===== src/hdl/collectPkg.sv =====
package collectPkg;

    // address split
    localparam int ADDR_WIDTH = 12;
    localparam int BANK_ADDR_WIDTH = 10;

    // entry layout
    localparam int SLOT_COUNT = 6;
    localparam int SLOT_WIDTH = 10;
    localparam int ENTRY_WIDTH = SLOT_COUNT * SLOT_WIDTH;
    localparam int SUB_ADDR_WIDTH = 3;

    // slot encoding of low exponent bits, offset tag and check nibble
    localparam int EXP_WIDTH = 6;
    localparam int TAG_LSB = 4;
    localparam int TAG_WIDTH = EXP_WIDTH - TAG_LSB;
    localparam logic [SLOT_WIDTH-EXP_WIDTH-1:0] CHECK_NIBBLE = '0;

    // result widths
    localparam int PCOEFF_WIDTH = 36;
    localparam int SUM_WIDTH = 38;
    localparam int COUNT_WIDTH = 3;

    // read path latency
    localparam int READ_LATENCY = 8;
    localparam int RAM_CYCLES = 3;

    typedef logic [SUM_WIDTH-1:0] sumT;
    typedef logic [COUNT_WIDTH-1:0] countT;
    typedef logic [ENTRY_WIDTH-1:0] entryT;

endpackage


===== src/hdl/pcoeffSummer.sv =====
`timescale 1ns/1ps

module pcoeffSummer (
    input  logic                               clk,
    input  collectPkg::entryT                  entryIn,
    output logic [collectPkg::PCOEFF_WIDTH:0]   sum01,
    output logic [collectPkg::PCOEFF_WIDTH:0]   sum23,
    output logic [collectPkg::PCOEFF_WIDTH:0]   sum45,
    output collectPkg::countT                  validCount
);

    localparam int SC = collectPkg::SLOT_COUNT;
    localparam int SW = collectPkg::SLOT_WIDTH;
    localparam int PW = collectPkg::PCOEFF_WIDTH;
    localparam int EW = collectPkg::EXP_WIDTH;
    localparam int TL = collectPkg::TAG_LSB;
    localparam int TW = collectPkg::TAG_WIDTH;

    logic [EW-1:0] exponent [SC];
    logic slotValid [SC];
    logic slotValidQ [SC];
    logic slotValidQQ [SC];
    logic [PW-1:0] pcoeff [SC];

    for (genvar s = 0; s < SC; s++) begin : genSlot
        logic [TW-1:0] tag;

        assign tag = entryIn[s*SW+TL +: TW];

        always_ff @(posedge clk) begin
            // tag holds the exponent high bits plus one
            exponent[s] <= {tag - TW'(1), entryIn[s*SW +: TL]};
            slotValid[s] <= tag != '0;
            // exponents past 35 fall off the top
            pcoeff[s] <= slotValid[s] ? PW'(1) << exponent[s] : '0;
            slotValidQ[s] <= slotValid[s];
            slotValidQQ[s] <= slotValidQ[s];
        end
    end

    // first level of the adder tree
    always_ff @(posedge clk) begin
        sum01 <= {1'b0, pcoeff[0]} + {1'b0, pcoeff[1]};
        sum23 <= {1'b0, pcoeff[2]} + {1'b0, pcoeff[3]};
        sum45 <= {1'b0, pcoeff[4]} + {1'b0, pcoeff[5]};
    end

    // count lines up with the pair sums
    always_comb begin
        validCount = '0;
        for (int s = 0; s < SC; s++) begin
            validCount = validCount + collectPkg::countT'(slotValidQQ[s]);
        end
    end

endmodule


===== config.mk =====
export PLATFORM = sky130hd
export DESIGN_NAME = pcoeffSummer
export DESIGN_NICKNAME = d
export VERILOG_FILES = /design/src/hdl/collectPkg.sv /design/src/hdl/pcoeffSummer.sv
export SDC_FILE = /design/constraint.sdc
export NUM_CORES = 1
export LEC_CHECK = 0
export ABC_AREA = 0
export CAP_MARGIN = 20
export CORE_ASPECT_RATIO = 2
export CORE_MARGIN = 10
export CORE_UTILIZATION = 53
export CTS_CLUSTER_SIZE = 30
export DETAILED_ROUTE_END_ITERATION = 10
export DONT_BUFFER_PORTS = 1
export PLACE_DENSITY = 0.68
export SETUP_SLACK_MARGIN = 0.15
export SYNTH_ARGS = -nofsm -noshare
export SYNTH_HDL_FRONTEND = slang
export SYNTH_SLANG_ARGS = --single-unit

===== constraint.sdc =====
create_clock -name clk -period 2.8 [get_ports clk]
set_input_delay 0 -clock clk [delete_from_list [all_inputs] [get_ports clk]]
set_output_delay 0 -clock clk [all_outputs]
set_load 0.01 [all_outputs]

==> results.yml, run 1 <==
die:
  die_w_um: 139
  die-area_mm2: 0.0360
  rows: 87
  dieHeight_um: 259
  core_area_mm2: 0.0282
  ios: 175
  initial_core_util_pct: 53.6
route:
  drt_first_pass_iters: 5
  drt_iter0_drc: 445
  via_per_inst: 5.66
  vias: 11758
  wirelength_mm: 41.6
  ant_nets: 0
  wire_per_inst_um: 20.0
  drcViolationCount: 0
setup_path:
  r2r_cells: 10
  rrSetupSlack_ps: 210
  worstSetupEndpoint: "validCount[1]"
  crit_chain: "ha_1 > inv_1 > fa_1 > inv_1 > fa_2 > fa_2"
  r2r_start: "pcoeff[1][16]"
  cp-start-kind: "register"
  worstPathArrival_ps: 2590
  startpoint: "slotValidQQ[0]"
  worstReg2RegEnd: "sum01[35]"
  end_kind: "output port"
  cp_max_fo: 1
  crit_slowest_cell: "fa_2"
  path_class: "reg2out"
  slowest_delay_ps: 580
  required_ps: 2800
yosys:
  synth_ff_type: "dfxtp_1"
  yosys.area.top_type_share_pct: 50.5
  synth_area_leaders: "dfxtp_1, ha_1, nor2_1"
  seq_area_frac_synth_pct: 50.5
  yosys_warnings: 0
  synth.cell_area_mm2: 0.0151
  synth_edf_count: 0
  netlist_instances: 1598
  async_flop_share_pct: 0
  synth_nets: 1780
  synth_seq_cells: 381
  synthDistinctLibCells: 65
  syn_avg_cell_area_um2: 9.45
  synth.largest_area_cell: "dfxtp_1"
pwr:
  powerDensity_mw_per_mm2: 616
  seqPwrFrac_pct: 51.1
  leakage_uw: 0.00759
  p_int_uw: 8560
  swShare_pct: 22.2
  peakVddDrop_mv: 0.827
  combPwrFrac_pct: 3.8
  p_total_uw: 11000
  p_sw_uw: 2440
  p_clk_share_pct: 45.1
timing:
  fmax_mhz: 386
  post-route-min-period_ps: 2590
  fin_setup_tns_ps: 0
  post-route-period-util_pct: 92.5
  worst_slew_pin_slew_ps: 966
  finalSetupViolations: 0
  fin_skew_ps: 20.7
  slew_violations: 0
  max_slew_margin_pct: 35.0
  timing.hold.ws_ps: 16.6
  rsz0062_at_grt: "yes"
  finalHoldViolCount: 0
clocking:
  cts.sinks: 381
  clk_pin_slew_ps: 60
  clkLatencyLatePin_ps: 540
  cts_buffer_depth: 3
  cts_tree: "built"
  cts-root-buf: "clkbuf_16"
  cts-buffers-inserted: 35
  cts_max_level: 2
grt:
  grt_usage_pct: 22.0
  grt_pass1_wl_mm: 62.5
  grt_max_degree: 19
  antenna_found_initial: 0
  overflow: 0
  grt_pass1_vias: 12109
placed_design:
  finalWeightedCongestion: 0.991
  dp_hpwl_mm: 32.5
  portBuffers: 0
outcome:
  status: "finished clean"
worst_hold_path:
  hold_path_class: "in2reg"
layout:
  drive_gt1_share_pct: 10.9
  multi_input_area_mm2: 0.00751
  seq_area_mm2: 0.00763
  layout.nets: 1878
  fill_cells: 2310
  area_delta_synth_final_pct: 18.3
  final_cell_mix: "dfxtp_1, nor2_1, nand2_1, a21oi_1, ha_1"
  final_common_cell: "dfxtp_1"
run:
  cap_violations: 0
[worst min path at each step]
stage                            from        endpoint  slack, ps  cells after the start
after global placement     entryIn[1]  exponent[0][1]         30                      0
after floorplan            entryIn[0]  exponent[0][0]         30                      0
after CTS                 entryIn[51]  exponent[5][1]          7                      1
after detailed placement  entryIn[23]  exponent[2][3]         30                      0
final                     entryIn[40]  exponent[4][0]         20                      1
after global routing      entryIn[40]  exponent[4][0]         20                      1
[synthesized netlist by cell type, types with 12 or more instances]
master	n
ha_1	115
nor2b_1	25
a31oi_1	17
inv_1	68
nand3_1	40
a211oi_1	14
nor3_1	12
nor2_1	261
xor2_1	26
nand2b_1	19
a21o_1	36
dfxtp_1	381
or3_1	19
nand3b_1	13
a21oi_1	107
nand2_1	110
xnor2_1	62
clkbuf_1	28
nor4_1	22
nand4_1	15
o21ai_0	67
o21bai_1	15
[critical path, delay by kind of cell, from the launching register on]
kind | cells | cell delay (ps)
buffers and inverters | 2 | 100
adders and majority gates | 4 | 1660
DFF | 1 | 300
[timing repair]
action,4_1_cts,5_1_grt
hold buffers,46,0
buffers inserted,1,8
pin swaps,11,28
endpoints found under the hold margin,42,0
setup endpoints to repair,19,28
gates resized for setup,33,55
[registers in the layout, summed over array words and instances (netlist names)]
register,cells
sum23,37
exponent,36
sum45,37
slotValid,6
slotValidQ,6
slotValidQQ,6
sum01,37
pcoeff,216
[cell families after synthesis]
| kind of cell | count (synthesis) | share of synthesized area (%) |
|---|---|---|
| XOR/XNOR | 88 | 5.10 |
| AND/OR/NAND/NOR | 585 | 18.2 |
| adder cells (fa/ha/maj) | 121 | 10.3 |
| buffers and inverters | 102 | 2.59 |
| multiplexers | 3 | 0.199 |
| AO/OA/AOI/OAI | 318 | 13.1 |
| flip-flops | 381 | 50.5 |
[power groups by stage]
stage	clock [µW]	combinational, µW	sequential [µW]
2_1_floorplan	0	255	5700
4_1_cts	5040	409	5630
6_report	4960	415	5630
3_3_place_gp	0	346	5740
5_1_grt	5230	449	5640
3_5_place_dp	0	348	5750
[metal layers]
layer / global-route usage (%) / wire length (µm) / up-vias
li1: - / - / 5710
met1: 15.9 / 12000 / 5523
met2: 47.1 / 24900 / 361
met3: 3.42 / 1510 / 164
met4: 16.4 / 3180 / 0
met5: 0 / 0 / -
[stage by stage]
step	std cells	area, µm²	util (%)	worst slack (ps)
global placement	1960	15700	55.7	-106
floorplan	1598	15100	-	217
CTS	2068	17600	62.3	124
detailed placement	1960	15700	55.7	-110
global route	2076	17900	63.4	110
finish	2077	17900	63.4	210
[final cells by class]
class,count,share of cell area [%]
sequential,381,42.7
multi-input combinational,1115,42.0
clock buffer,44,5.44
timing repair buffer,95,4.64
tap,356,2.49
inverter,68,1.43
clock inverter,17,1.24
antenna,1,0.0140
Note: power is estimated with default switching activity, not from simulation.
==> run 2: changes to the inputs <==
--- a/config.mk
+++ b/config.mk
@@ -10,10 +10,11 @@
 export CORE_ASPECT_RATIO = 2
 export CORE_MARGIN = 10
-export CORE_UTILIZATION = 53
+export CORE_UTILIZATION = 60
 export CTS_CLUSTER_SIZE = 30
 export DETAILED_ROUTE_END_ITERATION = 10
 export DONT_BUFFER_PORTS = 1
-export PLACE_DENSITY = 0.68
+export PLACE_DENSITY = 0.76
 export SETUP_SLACK_MARGIN = 0.15
+export SKIP_CTS_REPAIR_TIMING = 1
 export SYNTH_ARGS = -nofsm -noshare
 export SYNTH_HDL_FRONTEND = slang
==> constraint.sdc (replaced) <==
create_clock -name clk -period 2.8 [get_ports clk]
set_input_delay 0 -clock clk [delete_from_list [all_inputs] [get_ports clk]]
set_output_delay 0 -clock clk [all_outputs]
set_load 0.005 [all_outputs]
==> run 2 against run 1 <==
Compared with the run above: largest power group unchanged; cell area fell by 1.4%; sequential share of layout area increased by 0.61 points; power down 2.3%.
==> results.yml, run 2 (same netlist as run 1, synthesis figures left out) <==
outcome:
  status: "finished clean"
clocking:
  clk_pin_slew_ps: 60
  cts-root-buf: "clkbuf_16"
  cts_max_level: 2
  cts-buffers-inserted: 34
  cts_tree: "built"
  clkLatencyLatePin_ps: 530
  cts.sinks: 381
  cts_buffer_depth: 3
run:
  cap_violations: 0
route:
  vias: 11784
  wire_per_inst_um: 20.4
  drcViolationCount: 0
  ant_nets: 0
  via_per_inst: 5.73
  drt_first_pass_iters: 5
  drt_iter0_drc: 593
  wirelength_mm: 42.0
timing:
  max_slew_margin_pct: 37.9
  finalSetupViolations: 0
  post-route-period-util_pct: 93.5
  slew_violations: 0
  worst_slew_pin_slew_ps: 922
  timing.hold.ws_ps: 14.1
  post-route-min-period_ps: 2620
  finalHoldViolCount: 0
  fmax_mhz: 382
  fin_skew_ps: 25.1
  rsz0062_at_grt: "yes"
setup_path:
  slowest_delay_ps: 380
  crit_chain: "ha_1 > nand4_1 > nor2_2 > o2111ai_2 > a311oi_4 > o211ai_1 > buf_4 > o31ai_1 > a21oi_1 > xnor2_1"
  path_class: "reg2reg"
  worstPathArrival_ps: 3040
  crit_slowest_cell: "ha_1"
  cp_top_family: "compound AO/OA/AOI/OAI gates"
  end_kind: "register"
  required_ps: 3220
  cp_max_fo: 6
  cp-start-kind: "register"
  worst-path-buf-inv: 1
placed_design:
  finalWeightedCongestion: 0.979
  place_area_mm2: 0.0158
  portBuffers: 0
  dp_hpwl_mm: 32.4
pwr:
  p_int_uw: 8450
  seqPwrFrac_pct: 52.2
  swShare_pct: 21.4
  p_sw_uw: 2300
  peakVddDrop_mv: 0.602
  combPwrFrac_pct: 3.7
  powerDensity_mw_per_mm2: 610
  leakage_uw: 0.00761
  p_total_uw: 10700
  p_clk_share_pct: 44.0
worst_hold_path:
  hold_path_class: "in2reg"
layout:
  postLayoutCellArea_mm2: 0.0176
  antennaDiodeCount: 0
  drive_gt1_share_pct: 10.6
  seq_area_mm2: 0.00763
  fill_cells: 1887
  area_delta_synth_final_pct: 16.6
  largest_register_ffs: 216
  utilization_pct: 70.6
  final_cell_mix: "dfxtp_1, nor2_1, ha_1, nand2_1, a21oi_1"
  multi_input_area_mm2: 0.00733
  layout.nets: 1880
  final_common_cell: "dfxtp_1"
  top_register: "pcoeff"
die:
  dieHeight_um: 244
  core_area_mm2: 0.0249
  die_w_um: 132
  rows: 82
  initial_core_util_pct: 60.6
  die-area_mm2: 0.0323
  ios: 175
grt:
  grt_pass1_vias: 12087
  grt_pass1_wl_mm: 63.5
  grt_max_degree: 17
  grt_usage_pct: 25.0
  overflow: 0
  antenna_found_initial: 0
-- run 2: cell types whose count changed in the layout (fill, tap and decap cells not counted), moves of 5 or more --
cell / change
dlygate4sd3_1: -10
ha_4: -9
ha_2: -5
buf_4: +11
ha_1: +14
clkbuf_8: +5
-- run 2: through the flow --
step / std cells / setup slack [ps] / setup TNS (ps)
final: 2056 / 182 / 0
after global routing: 2056 / 42.0 / 0
after CTS: 2014 / -126 / -299
after detailed placement: 1956 / -82.5 / -143
after global placement: 1956 / -18.7 / -18.7
after floorplan: 1598 / 217 / 0
-- run 2: final timing paths --
kind	start	slack (ps)	depth (start not counted)	end
setup / recovery	pcoeff[4][15]	180	10	sum45[34]
hold / removal	entryIn[0]	10	1	exponent[0][0]
setup reg to reg	pcoeff[4][15]	180	10	sum45[34]
hold reg to reg	slotValidQ[5]	330	0	slotValidQQ[5]
-- run 2: routing by layer --
layer	wire, µm	share of wire (%)	global-route usage (%)
met1	12200	29	19.2
met2	25200	60	52.5
met3	1600	3.8	4.19
met4	3100	7.4	18.3
met5	0	0	0
-- run 2: final cells by class --
cell class	count	area share, %
clock inverters	10	0.597
clock buffers	48	5.89
flip-flops and latches	381	43.3
well taps	336	2.39
repair buffers	98	4.73
multi-input cells	1115	41.6
inverters	68	1.45
-- run 2: power groups by stage --
stage	clock, µW	combinational (µW)	sequential (µW)
final	4730	401	5610
after global routing	5020	437	5620
after CTS	4780	350	5610
after floorplan	0	248	5690
after global placement	0	342	5730
after detailed placement	0	346	5730
-- run 2: worst reg2reg max path: stages, from the launching register on --
cell and delay, ps:
dfxtp_1 300, ha_1 380, nand4_1 260, nor2_2 210
o2111ai_2 180, a311oi_4 300, o211ai_1 140, buf_4 170
o31ai_1 300, a21oi_1 130, xnor2_1 130
